`config.mk`:
```
export PLATFORM = sky130hd
export DESIGN_NAME = sv32_dmmu
export DESIGN_NICKNAME = d
export VERILOG_FILES = /design/src/rtl/dmmu_pkg.sv /design/src/rtl/dmmu_tlb.sv /design/src/rtl/dmmu_req_stage.sv /design/src/rtl/dmmu_fault_check.sv /design/src/rtl/sv32_dmmu.sv
export VERILOG_INCLUDE_DIRS = /design/src /design/src/rtl
export SDC_FILE = /design/constraint.sdc
export NUM_CORES = 1
export LEC_CHECK = 0
export ABC_AREA = 1
export BUFFER_PORTS_ARGS = -buffer_cell sky130_fd_sc_hd__buf_2
export CAP_MARGIN = 20
export CORE_UTILIZATION = 60
export CTS_BUF_LIST = sky130_fd_sc_hd__clkbuf_4
export CTS_CLUSTER_SIZE = 16
export DETAILED_ROUTE_END_ITERATION = 6
export GPL_TIMING_DRIVEN = 0
export PLACE_DENSITY = 0.83
export SLEW_MARGIN = 40
export SYNTH_ARGS = -nofsm -noshare
export SYNTH_HDL_FRONTEND = slang
export SYNTH_HIERARCHICAL = 1
export SYNTH_SLANG_ARGS = --single-unit
```
`constraint.sdc`:
```
create_clock -name clk_i -period 5.7 [get_ports clk_i]
set_clock_uncertainty 0.15 [all_clocks]
set_input_delay 0.57 -clock clk_i [delete_from_list [all_inputs] [get_ports clk_i]]
set_output_delay 0.57 -clock clk_i [all_outputs]
set_load 0.005 [all_outputs]
```
`src/rtl/dmmu_defines.svh`:
```
`ifndef DMMU_DEFINES_SVH
`define DMMU_DEFINES_SVH

// ------------------------------------------------------------
// address and page number widths (sv32)
// ------------------------------------------------------------
`define DMMU_VLEN 32
`define DMMU_PLEN 34
`define DMMU_PPNW 22
`define DMMU_VPNW 20

// number of data TLB entries, power of two, at least 2
`define DMMU_TLB_ENTRIES 4

// pte flag bit positions
`define DMMU_PTE_R 1
`define DMMU_PTE_W 2
`define DMMU_PTE_U 4
`define DMMU_PTE_D 7

// load/store privilege codes
`define DMMU_PRIV_U 2'd0
`define DMMU_PRIV_S 2'd1

// exception cause codes
`define DMMU_CAUSE_LD_MISALIGNED 4'd4
`define DMMU_CAUSE_ST_MISALIGNED 4'd6
`define DMMU_CAUSE_LD_PAGE_FAULT 4'd13
`define DMMU_CAUSE_ST_PAGE_FAULT 4'd15

`endif

```
`src/rtl/dmmu_pkg.sv`:
```
`include "dmmu_defines.svh"

package dmmu_pkg;

    // ------------------------------------------------------------
    // address types
    // ------------------------------------------------------------

    // virtual address as issued by the load/store unit
    typedef logic [`DMMU_VLEN-1:0] vaddr_t;

    // physical address, two bits wider than the virtual one in sv32
    typedef logic [`DMMU_PLEN-1:0] paddr_t;

    // virtual page number, vaddr[31:12]
    // upper 10 bits index level 1, lower 10 bits level 0
    typedef logic [`DMMU_VPNW-1:0] vpn_t;

    // ------------------------------------------------------------
    // page table entry
    // ------------------------------------------------------------

    // sv32 leaf pte
    // ppn in 31:10, rsw in 9:8, then d a g u x w r v in 7:0
    typedef logic [`DMMU_PPNW+9:0] pte_t;

    // ------------------------------------------------------------
    // control and status types
    // ------------------------------------------------------------

    // effective privilege of the load/store, only u and s used here
    typedef logic [1:0] priv_t;

    // exception cause code as reported to the lsu
    typedef logic [3:0] cause_t;

endpackage

```
`src/rtl/dmmu_tlb.sv`:
```
`timescale 1ns/1ps
`include "dmmu_defines.svh"

module dmmu_tlb #(
    parameter int unsigned NR_ENTRIES = `DMMU_TLB_ENTRIES
) (
    input  logic             clk_i,
    input  logic             rst_ni,
    // drop every entry, the refill pointer stays where it is
    input  logic             flush_i,
    // lookup port, combinational
    input  logic             lu_req_i,
    input  dmmu_pkg::vaddr_t lu_vaddr_i,
    output logic             lu_hit_o,
    output dmmu_pkg::pte_t   lu_pte_o,
    output logic             lu_is_4m_o,
    // refill port, written at the next clock edge
    input  logic             upd_valid_i,
    input  dmmu_pkg::vpn_t   upd_vpn_i,
    input  dmmu_pkg::pte_t   upd_pte_i,
    input  logic             upd_is_4m_i
);

    localparam int unsigned PTR_W = $clog2(NR_ENTRIES);

    // level 1 part of the vpn, the only part compared on a megapage
    localparam int unsigned VPN1_LSB = `DMMU_VPNW / 2;

    // ------------------------------------------------------------
    // entry storage
    // ------------------------------------------------------------
    logic [NR_ENTRIES-1:0] valid_q;
    dmmu_pkg::vpn_t        vpn_q   [NR_ENTRIES];
    dmmu_pkg::pte_t        pte_q   [NR_ENTRIES];
    logic [NR_ENTRIES-1:0] is_4m_q;

    // round-robin replacement pointer
    logic [PTR_W-1:0]      ptr_q;

    // lookup side
    dmmu_pkg::vpn_t        lu_vpn;
    logic [NR_ENTRIES-1:0] match;

    assign lu_vpn = lu_vaddr_i[`DMMU_VLEN-1:12];

    // ------------------------------------------------------------
    // lookup
    // ------------------------------------------------------------

    // per-entry compare
    // a 4 KiB entry needs all vpn bits, a 4 MiB entry only vpn[1]
    always_comb begin : entry_match
        for (int unsigned i = 0; i < NR_ENTRIES; i++) begin
            match[i] = lu_req_i && valid_q[i]
                       && (vpn_q[i][`DMMU_VPNW-1:VPN1_LSB] == lu_vpn[`DMMU_VPNW-1:VPN1_LSB])
                       && (is_4m_q[i] || (vpn_q[i][VPN1_LSB-1:0] == lu_vpn[VPN1_LSB-1:0]));
        end
    end

    // pick the lowest matching entry
    // refill never creates duplicates in normal use, this only makes the
    // result deterministic if software maps the same page twice
    always_comb begin : hit_select
        logic found;
        found      = 1'b0;
        lu_pte_o   = '0;
        lu_is_4m_o = 1'b0;
        for (int unsigned i = 0; i < NR_ENTRIES; i++) begin
            if (match[i] && !found) begin
                found      = 1'b1;
                lu_pte_o   = pte_q[i];
                lu_is_4m_o = is_4m_q[i];
            end
        end
        lu_hit_o = found;
    end

    // ------------------------------------------------------------
    // refill and flush
    // ------------------------------------------------------------

    // valid bits and replacement pointer
    always_ff @(posedge clk_i or negedge rst_ni) begin
        if (!rst_ni) begin
            valid_q <= '0;
            ptr_q   <= '0;
        end else begin
            if (flush_i) begin
                valid_q <= '0;
            end
            // a refill together with a flush keeps the new entry
            if (upd_valid_i) begin
                valid_q[ptr_q] <= 1'b1;
                ptr_q          <= ptr_q + 1'b1;
            end
        end
    end

    // entry contents, only meaningful while the valid bit is set
    always_ff @(posedge clk_i) begin
        if (upd_valid_i) begin
            vpn_q[ptr_q]   <= upd_vpn_i;
            pte_q[ptr_q]   <= upd_pte_i;
            is_4m_q[ptr_q] <= upd_is_4m_i;
        end
    end

endmodule

```
`src/rtl/dmmu_req_stage.sv`:
```
`timescale 1ns/1ps

module dmmu_req_stage (
    input  logic             clk_i,
    input  logic             rst_ni,
    // request in the lookup cycle
    input  logic             req_i,
    input  dmmu_pkg::vaddr_t vaddr_i,
    input  logic             is_store_i,
    input  logic             misaligned_i,
    input  logic             en_trans_i,
    // tlb lookup result of the same cycle
    input  logic             hit_i,
    input  dmmu_pkg::pte_t   pte_i,
    input  logic             is_4m_i,
    // registered copy for the result cycle
    output logic             req_q_o,
    output dmmu_pkg::vaddr_t vaddr_q_o,
    output logic             is_store_q_o,
    output logic             misaligned_q_o,
    output logic             en_trans_q_o,
    output logic             hit_q_o,
    output dmmu_pkg::pte_t   pte_q_o,
    output logic             is_4m_q_o
);

    // ------------------------------------------------------------
    // control flags
    // ------------------------------------------------------------

    // misaligned only counts together with a request,
    // otherwise an idle cycle would raise a stray exception
    always_ff @(posedge clk_i or negedge rst_ni) begin
        if (!rst_ni) begin
            req_q_o        <= 1'b0;
            misaligned_q_o <= 1'b0;
            en_trans_q_o   <= 1'b0;
            hit_q_o        <= 1'b0;
        end else begin
            req_q_o        <= req_i;
            misaligned_q_o <= misaligned_i & req_i;
            en_trans_q_o   <= en_trans_i;
            hit_q_o        <= hit_i & req_i;
        end
    end

    // ------------------------------------------------------------
    // request payload
    // ------------------------------------------------------------

    // captured only with a request
    // the result stage looks at these only while req_q_o is set
    always_ff @(posedge clk_i) begin
        if (req_i) begin
            vaddr_q_o    <= vaddr_i;
            is_store_q_o <= is_store_i;
            pte_q_o      <= pte_i;
            is_4m_q_o    <= is_4m_i;
        end
    end

endmodule

```
`src/rtl/dmmu_fault_check.sv`:
```
`timescale 1ns/1ps
`include "dmmu_defines.svh"

module dmmu_fault_check (
    // registered request from the request stage
    input  logic              req_q_i,
    input  dmmu_pkg::vaddr_t  vaddr_q_i,
    input  logic              is_store_q_i,
    input  logic              misaligned_q_i,
    input  logic              en_trans_q_i,
    input  logic              hit_q_i,
    input  dmmu_pkg::pte_t    pte_q_i,
    input  logic              is_4m_q_i,
    // privilege context, held stable by the lsu
    input  dmmu_pkg::priv_t   priv_i,
    input  logic              sum_i,
    // result of the previous cycle's request
    output logic              valid_o,
    output dmmu_pkg::paddr_t  paddr_o,
    output logic              exc_valid_o,
    output dmmu_pkg::cause_t  exc_cause_o,
    output dmmu_pkg::vaddr_t  exc_tval_o,
    output logic              miss_o
);

    logic access_err;
    logic store_err;

    // ------------------------------------------------------------
    // physical address
    // ------------------------------------------------------------

    // bare mode zero-extends, sv32 joins ppn and page offset
    // megapage keeps vpn[0] from the virtual address
    always_comb begin : paddr_form
        paddr_o = {{(`DMMU_PLEN-`DMMU_VLEN){1'b0}}, vaddr_q_i};
        if (en_trans_q_i) begin
            paddr_o = {pte_q_i[`DMMU_PPNW+9:10], vaddr_q_i[11:0]};
            if (is_4m_q_i) begin
                paddr_o[21:12] = vaddr_q_i[21:12];
            end
        end
    end

    // ------------------------------------------------------------
    // permission checks
    // ------------------------------------------------------------

    // u-mode needs a user page
    // s-mode may touch a user page only with sum set
    assign access_err = ((priv_i == `DMMU_PRIV_U) && !pte_q_i[`DMMU_PTE_U])
                     || ((priv_i == `DMMU_PRIV_S) && pte_q_i[`DMMU_PTE_U] && !sum_i);

    // a store additionally needs write permission and an already dirty page,
    // d is never set in hardware here
    assign store_err = !pte_q_i[`DMMU_PTE_W] || !pte_q_i[`DMMU_PTE_D] || access_err;

    // ------------------------------------------------------------
    // result and exception
    // ------------------------------------------------------------
    assign exc_tval_o = vaddr_q_i;

    always_comb begin : resolve
        valid_o     = 1'b0;
        exc_valid_o = 1'b0;
        exc_cause_o = '0;
        miss_o      = 1'b0;
        if (misaligned_q_i) begin
            // misaligned wins over anything the tlb says
            valid_o     = 1'b1;
            exc_valid_o = 1'b1;
            exc_cause_o = is_store_q_i ? `DMMU_CAUSE_ST_MISALIGNED
                                       : `DMMU_CAUSE_LD_MISALIGNED;
        end else if (req_q_i) begin
            if (!en_trans_q_i) begin
                valid_o = 1'b1;
            end else if (hit_q_i) begin
                valid_o = 1'b1;
                if (is_store_q_i && store_err) begin
                    exc_valid_o = 1'b1;
                    exc_cause_o = `DMMU_CAUSE_ST_PAGE_FAULT;
                end else if (!is_store_q_i && access_err) begin
                    exc_valid_o = 1'b1;
                    exc_cause_o = `DMMU_CAUSE_LD_PAGE_FAULT;
                end
            end else begin
                // no entry, lsu retries after a refill
                miss_o = 1'b1;
            end
        end
    end

endmodule

```
`src/rtl/sv32_dmmu.sv`:
```
`timescale 1ns/1ps

module sv32_dmmu (
    input  logic              clk_i,
    input  logic              rst_ni,
    input  logic              flush_i,
    input  logic              en_trans_i,
    // lsu request, cycle 0
    input  logic              req_i,
    input  dmmu_pkg::vaddr_t  vaddr_i,
    input  logic              is_store_i,
    input  logic              misaligned_i,
    output logic              dtlb_hit_o,
    // privilege context
    input  dmmu_pkg::priv_t   priv_i,
    input  logic              sum_i,
    // tlb refill
    input  logic              upd_valid_i,
    input  dmmu_pkg::vpn_t    upd_vpn_i,
    input  dmmu_pkg::pte_t    upd_pte_i,
    input  logic              upd_is_4m_i,
    // result, cycle 1
    output logic              valid_o,
    output dmmu_pkg::paddr_t  paddr_o,
    output logic              exc_valid_o,
    output dmmu_pkg::cause_t  exc_cause_o,
    output dmmu_pkg::vaddr_t  exc_tval_o,
    output logic              miss_o
);

    // lookup result
    logic             tlb_hit;
    dmmu_pkg::pte_t   tlb_pte;
    logic             tlb_is_4m;

    // registered request
    logic             req_q;
    dmmu_pkg::vaddr_t vaddr_q;
    logic             is_store_q;
    logic             misaligned_q;
    logic             en_trans_q;
    logic             hit_q;
    dmmu_pkg::pte_t   pte_q;
    logic             is_4m_q;

    // bare mode is always ready
    assign dtlb_hit_o = en_trans_i ? tlb_hit : 1'b1;

    // ------------------------------------------------------------
    // stage 0, tlb lookup
    // ------------------------------------------------------------
    dmmu_tlb dmmu_tlb_inst (
        .clk_i       (clk_i),
        .rst_ni      (rst_ni),
        .flush_i     (flush_i),
        .lu_req_i    (req_i),
        .lu_vaddr_i  (vaddr_i),
        .lu_hit_o    (tlb_hit),
        .lu_pte_o    (tlb_pte),
        .lu_is_4m_o  (tlb_is_4m),
        .upd_valid_i (upd_valid_i),
        .upd_vpn_i   (upd_vpn_i),
        .upd_pte_i   (upd_pte_i),
        .upd_is_4m_i (upd_is_4m_i)
    );

    // ------------------------------------------------------------
    // stage 1, request register
    // ------------------------------------------------------------
    dmmu_req_stage dmmu_req_stage_inst (
        .clk_i          (clk_i),
        .rst_ni         (rst_ni),
        .req_i          (req_i),
        .vaddr_i        (vaddr_i),
        .is_store_i     (is_store_i),
        .misaligned_i   (misaligned_i),
        .en_trans_i     (en_trans_i),
        .hit_i          (tlb_hit),
        .pte_i          (tlb_pte),
        .is_4m_i        (tlb_is_4m),
        .req_q_o        (req_q),
        .vaddr_q_o      (vaddr_q),
        .is_store_q_o   (is_store_q),
        .misaligned_q_o (misaligned_q),
        .en_trans_q_o   (en_trans_q),
        .hit_q_o        (hit_q),
        .pte_q_o        (pte_q),
        .is_4m_q_o      (is_4m_q)
    );

    // ------------------------------------------------------------
    // stage 2, fault resolution
    // ------------------------------------------------------------
    dmmu_fault_check dmmu_fault_check_inst (
        .req_q_i        (req_q),
        .vaddr_q_i      (vaddr_q),
        .is_store_q_i   (is_store_q),
        .misaligned_q_i (misaligned_q),
        .en_trans_q_i   (en_trans_q),
        .hit_q_i        (hit_q),
        .pte_q_i        (pte_q),
        .is_4m_q_i      (is_4m_q),
        .priv_i         (priv_i),
        .sum_i          (sum_i),
        .valid_o        (valid_o),
        .paddr_o        (paddr_o),
        .exc_valid_o    (exc_valid_o),
        .exc_cause_o    (exc_cause_o),
        .exc_tval_o     (exc_tval_o),
        .miss_o         (miss_o)
    );

endmodule

```
==> flow_summary.ini <==
[power_and_ir_drop]
total_leakage_power_uw = 0.00598
switching_power_as_a_share_of_total_power_pct = 25.9
pwr-share-comb_pct = 13.8
total_power_uw = 4470
power_frac_seq_pct = 55.1
p_sw_uw = 1160
max-vdd-ir-drop_uv = 206
power.density_nw_per_um2 = 326
clockPowerShare_pct = 31.1
intPower_uw = 3310

[timing]
slew-limit-headroom_pct = 64.6
final_critical_path_setup_slack_ns = 2.08
min_period_ns = 3.62
final_min_period_over_clock_period_pct = 63.5
setup_tns_ns = 0
hold_violations = 0
rsz0062_at_grt = no
setup_viol_count_final = 0
final-max-slew-violation-count = 0
max_freq_mhz = 276
timing_worst_slew_pin_value_ns = 0.531

[worst_setup_path]
timing.critical_path.to_type = output pin
r2r-start = dmmu_tlb_inst/vpn_q[2][18]
worstPathMaxFanout = 7
arrival_ns = 2.90
crit_path_cell_trace = dlygate4sd3_1, buf_2, buf_2, a21oi_1, o221ai_1, nor3_1, nand3_1, o21ai_0, inv_1, nand2_1, buf_2
required_ns = 4.98
critical-path-top-cell-by-count = buf_2
crit_type = input port to output pin
timing.critical_path.from = vaddr_i[24]
rrSetupSlack_ns = 3.37
critical_path.slowest_cell = dlygate4sd3_1
crit_path_max_incr_delay_ns = 0.54
worst_r2r_path_depth = 9
worst_setup_path_start_kind = input port
regToRegEndpoint = dmmu_req_stage_inst/pte_q_o[17]

[die]
die_w_um = 137
fp.dieArea_um2 = 18800
pin_count = 170
floorplan.die.height_um = 137
placementRows = 48
core_um2 = 17500
floorplan.initialDensity_pct = 62.3

[placement]
pre_cts_slack_ns = 2.33
io_buffers = 161
dp.cells = 1324
gp_congestion = 0.848
place_hpwl_um = 16400

[drt]
met1Wirelength_um = 9560
wl_met3_um = 1820
detail_route.drc_violations = 0
detail_route.iter0.violations = 572
routed_via_density = 5.13
drt_pass1_iterations = 5
wl_per_cell_um = 16.4
met2_length_um = 12800
detailroute.via_count = 7766
top_layer_used = met4
route.final.wire_length_um = 24900
antenna_violating_nets_post_route = 0

[logic_synthesis]
postSynthCellCount = 933
syn-cell-area_um2 = 10900
synth_area_per_cell_um2 = 11.7
yosys_warnings = 6
synth_fp_nets = 1033

[cts]
cts.root.buffer_cell = clkbuf_4
cts-buffers-inserted = 60
ctsLongestPathBuffers = 3
worst_setup_hold_path_clk_slew_ns = 0.06
cts.sinks = 253
insertion_delay_ns = 0.68
h-tree-depth = 2
tritoncts = yes

[cells_and_area]
area_delta_synth_final_pct = 25.4
share_of_final_layout_standard_cells_stronger_than_drive_strength_1_pct = 29.2
final_core_util_pct = 78.2
final_cell_count_no_fill = 1515
fin_nets = 1343

[grt]
grt_pass1_wl_um = 37500
antenna_found_initial = 1
groute.usage.overall_pct = 27.1
grt_pass1_vias = 7504
grt_remaining_overflow = 0
grt_start_max_net_pins = 43

[hold_path]
hold_path.class = input port to flip-flop
hold-path-endpoint = dmmu_req_stage_inst/vaddr_q_o[13]
worst_hold_path_depth = 1
hold_start = vaddr_i[13]

[run_status]
run_status = finished clean

[job]
cap_viol_max_count = 0
-- power groups by stage --
stage	registers, uW	logic, uW	clock network, uW
after global placement	2510	506	0
after global routing	2490	681	1520
after detailed placement	2500	571	0
after CTS	2460	616	1420
after floorplan	2480	312	0
final	2460	616	1390
-- layer usage --
layer / GRT usage (%) / vias up
li1: - / 3745
met1: 33.4 / 3626
met2: 46.0 / 341
met3: 5.81 / 54
met4: 12.0 / 0
met5: 0 / -
-- critical path: cells and delay by family --
family / cells / cell delay [ns]
buf+inv: 5 / 1.06
compound gates: 3 / 0.74
simple gates: 3 / 0.55
-- timing repair --
item,CTS,global route
hold endpoints to repair,227,5
buffers inserted,0,0
hold buffers,77,5
resized for setup,0,0
-- worst max-delay path by stage --
stage / endpoint / depth (start not counted) / slack, ns
global placement: dtlb_hit_o / 12 / 1.72
global route: dtlb_hit_o / 13 / 2.02
CTS: dtlb_hit_o / 13 / 2.16
floorplan: dtlb_hit_o / 10 / 3.37
finish: dtlb_hit_o / 11 / 2.08
detailed placement: dtlb_hit_o / 11 / 2.33
-- flip-flops by register name (all words and copies together) (netlist names) --
register,cells
dmmu_req_stage_inst/hit_q_o,1
dmmu_req_stage_inst/misaligned_q_o,1
dmmu_tlb_inst/ptr_q,2
dmmu_req_stage_inst/pte_q_o,25
dmmu_req_stage_inst/is_4m_q_o,1
dmmu_req_stage_inst/req_q_o,1
dmmu_tlb_inst/is_4m_q,4
dmmu_tlb_inst/pte_q,100
dmmu_req_stage_inst/vaddr_q_o,32
dmmu_req_stage_inst/is_store_q_o,1
dmmu_tlb_inst/valid_q,4
dmmu_tlb_inst/vpn_q,80
dmmu_req_stage_inst/en_trans_q_o,1
-- cells in the final DEF, fill, tap and decap left out, types with 4 or more instances in the layout --
cell / count
edfxtp_1: 243
nand2_1: 240
buf_2: 180
nand3_1: 118
inv_1: 95
clkbuf_4: 88
dlygate4sd3_1: 82
buf_4: 50
nor2_1: 31
xnor2_1: 19
xor2_1: 14
clkinv_1: 13
inv_2: 12
o21ai_0: 11
o21ai_2: 10
dfrtp_1: 10
o21ai_1: 7
clkinv_2: 5
buf_6: 5
nand4_1: 5
inv_4: 5
a21oi_1: 4
or2_1: 4
ha_1: 4
buf_12: 4
-- per-stage QoR --
stage,hold slack (ns),area [um2]
global route,0.0238,13700
CTS,0.00134,13700
finish,0.0676,13700
floorplan,0.124,10900
global placement,0.293,12000
detailed placement,0.299,12100
-- layout make-up --
class | instances | area (um2)
flip-flops and latches | 253 | 7550
fillers | 1086 | 3830
multi-input cells | 491 | 2420
repair buffers | 248 | 1740
clock buffers | 88 | 661
plain buffers | 77 | 536
inverters | 112 | 433
well taps | 225 | 282
clock inverters | 20 | 88.8
diodes | 1 | 2.50
Power figures use the tool's default switching activity.
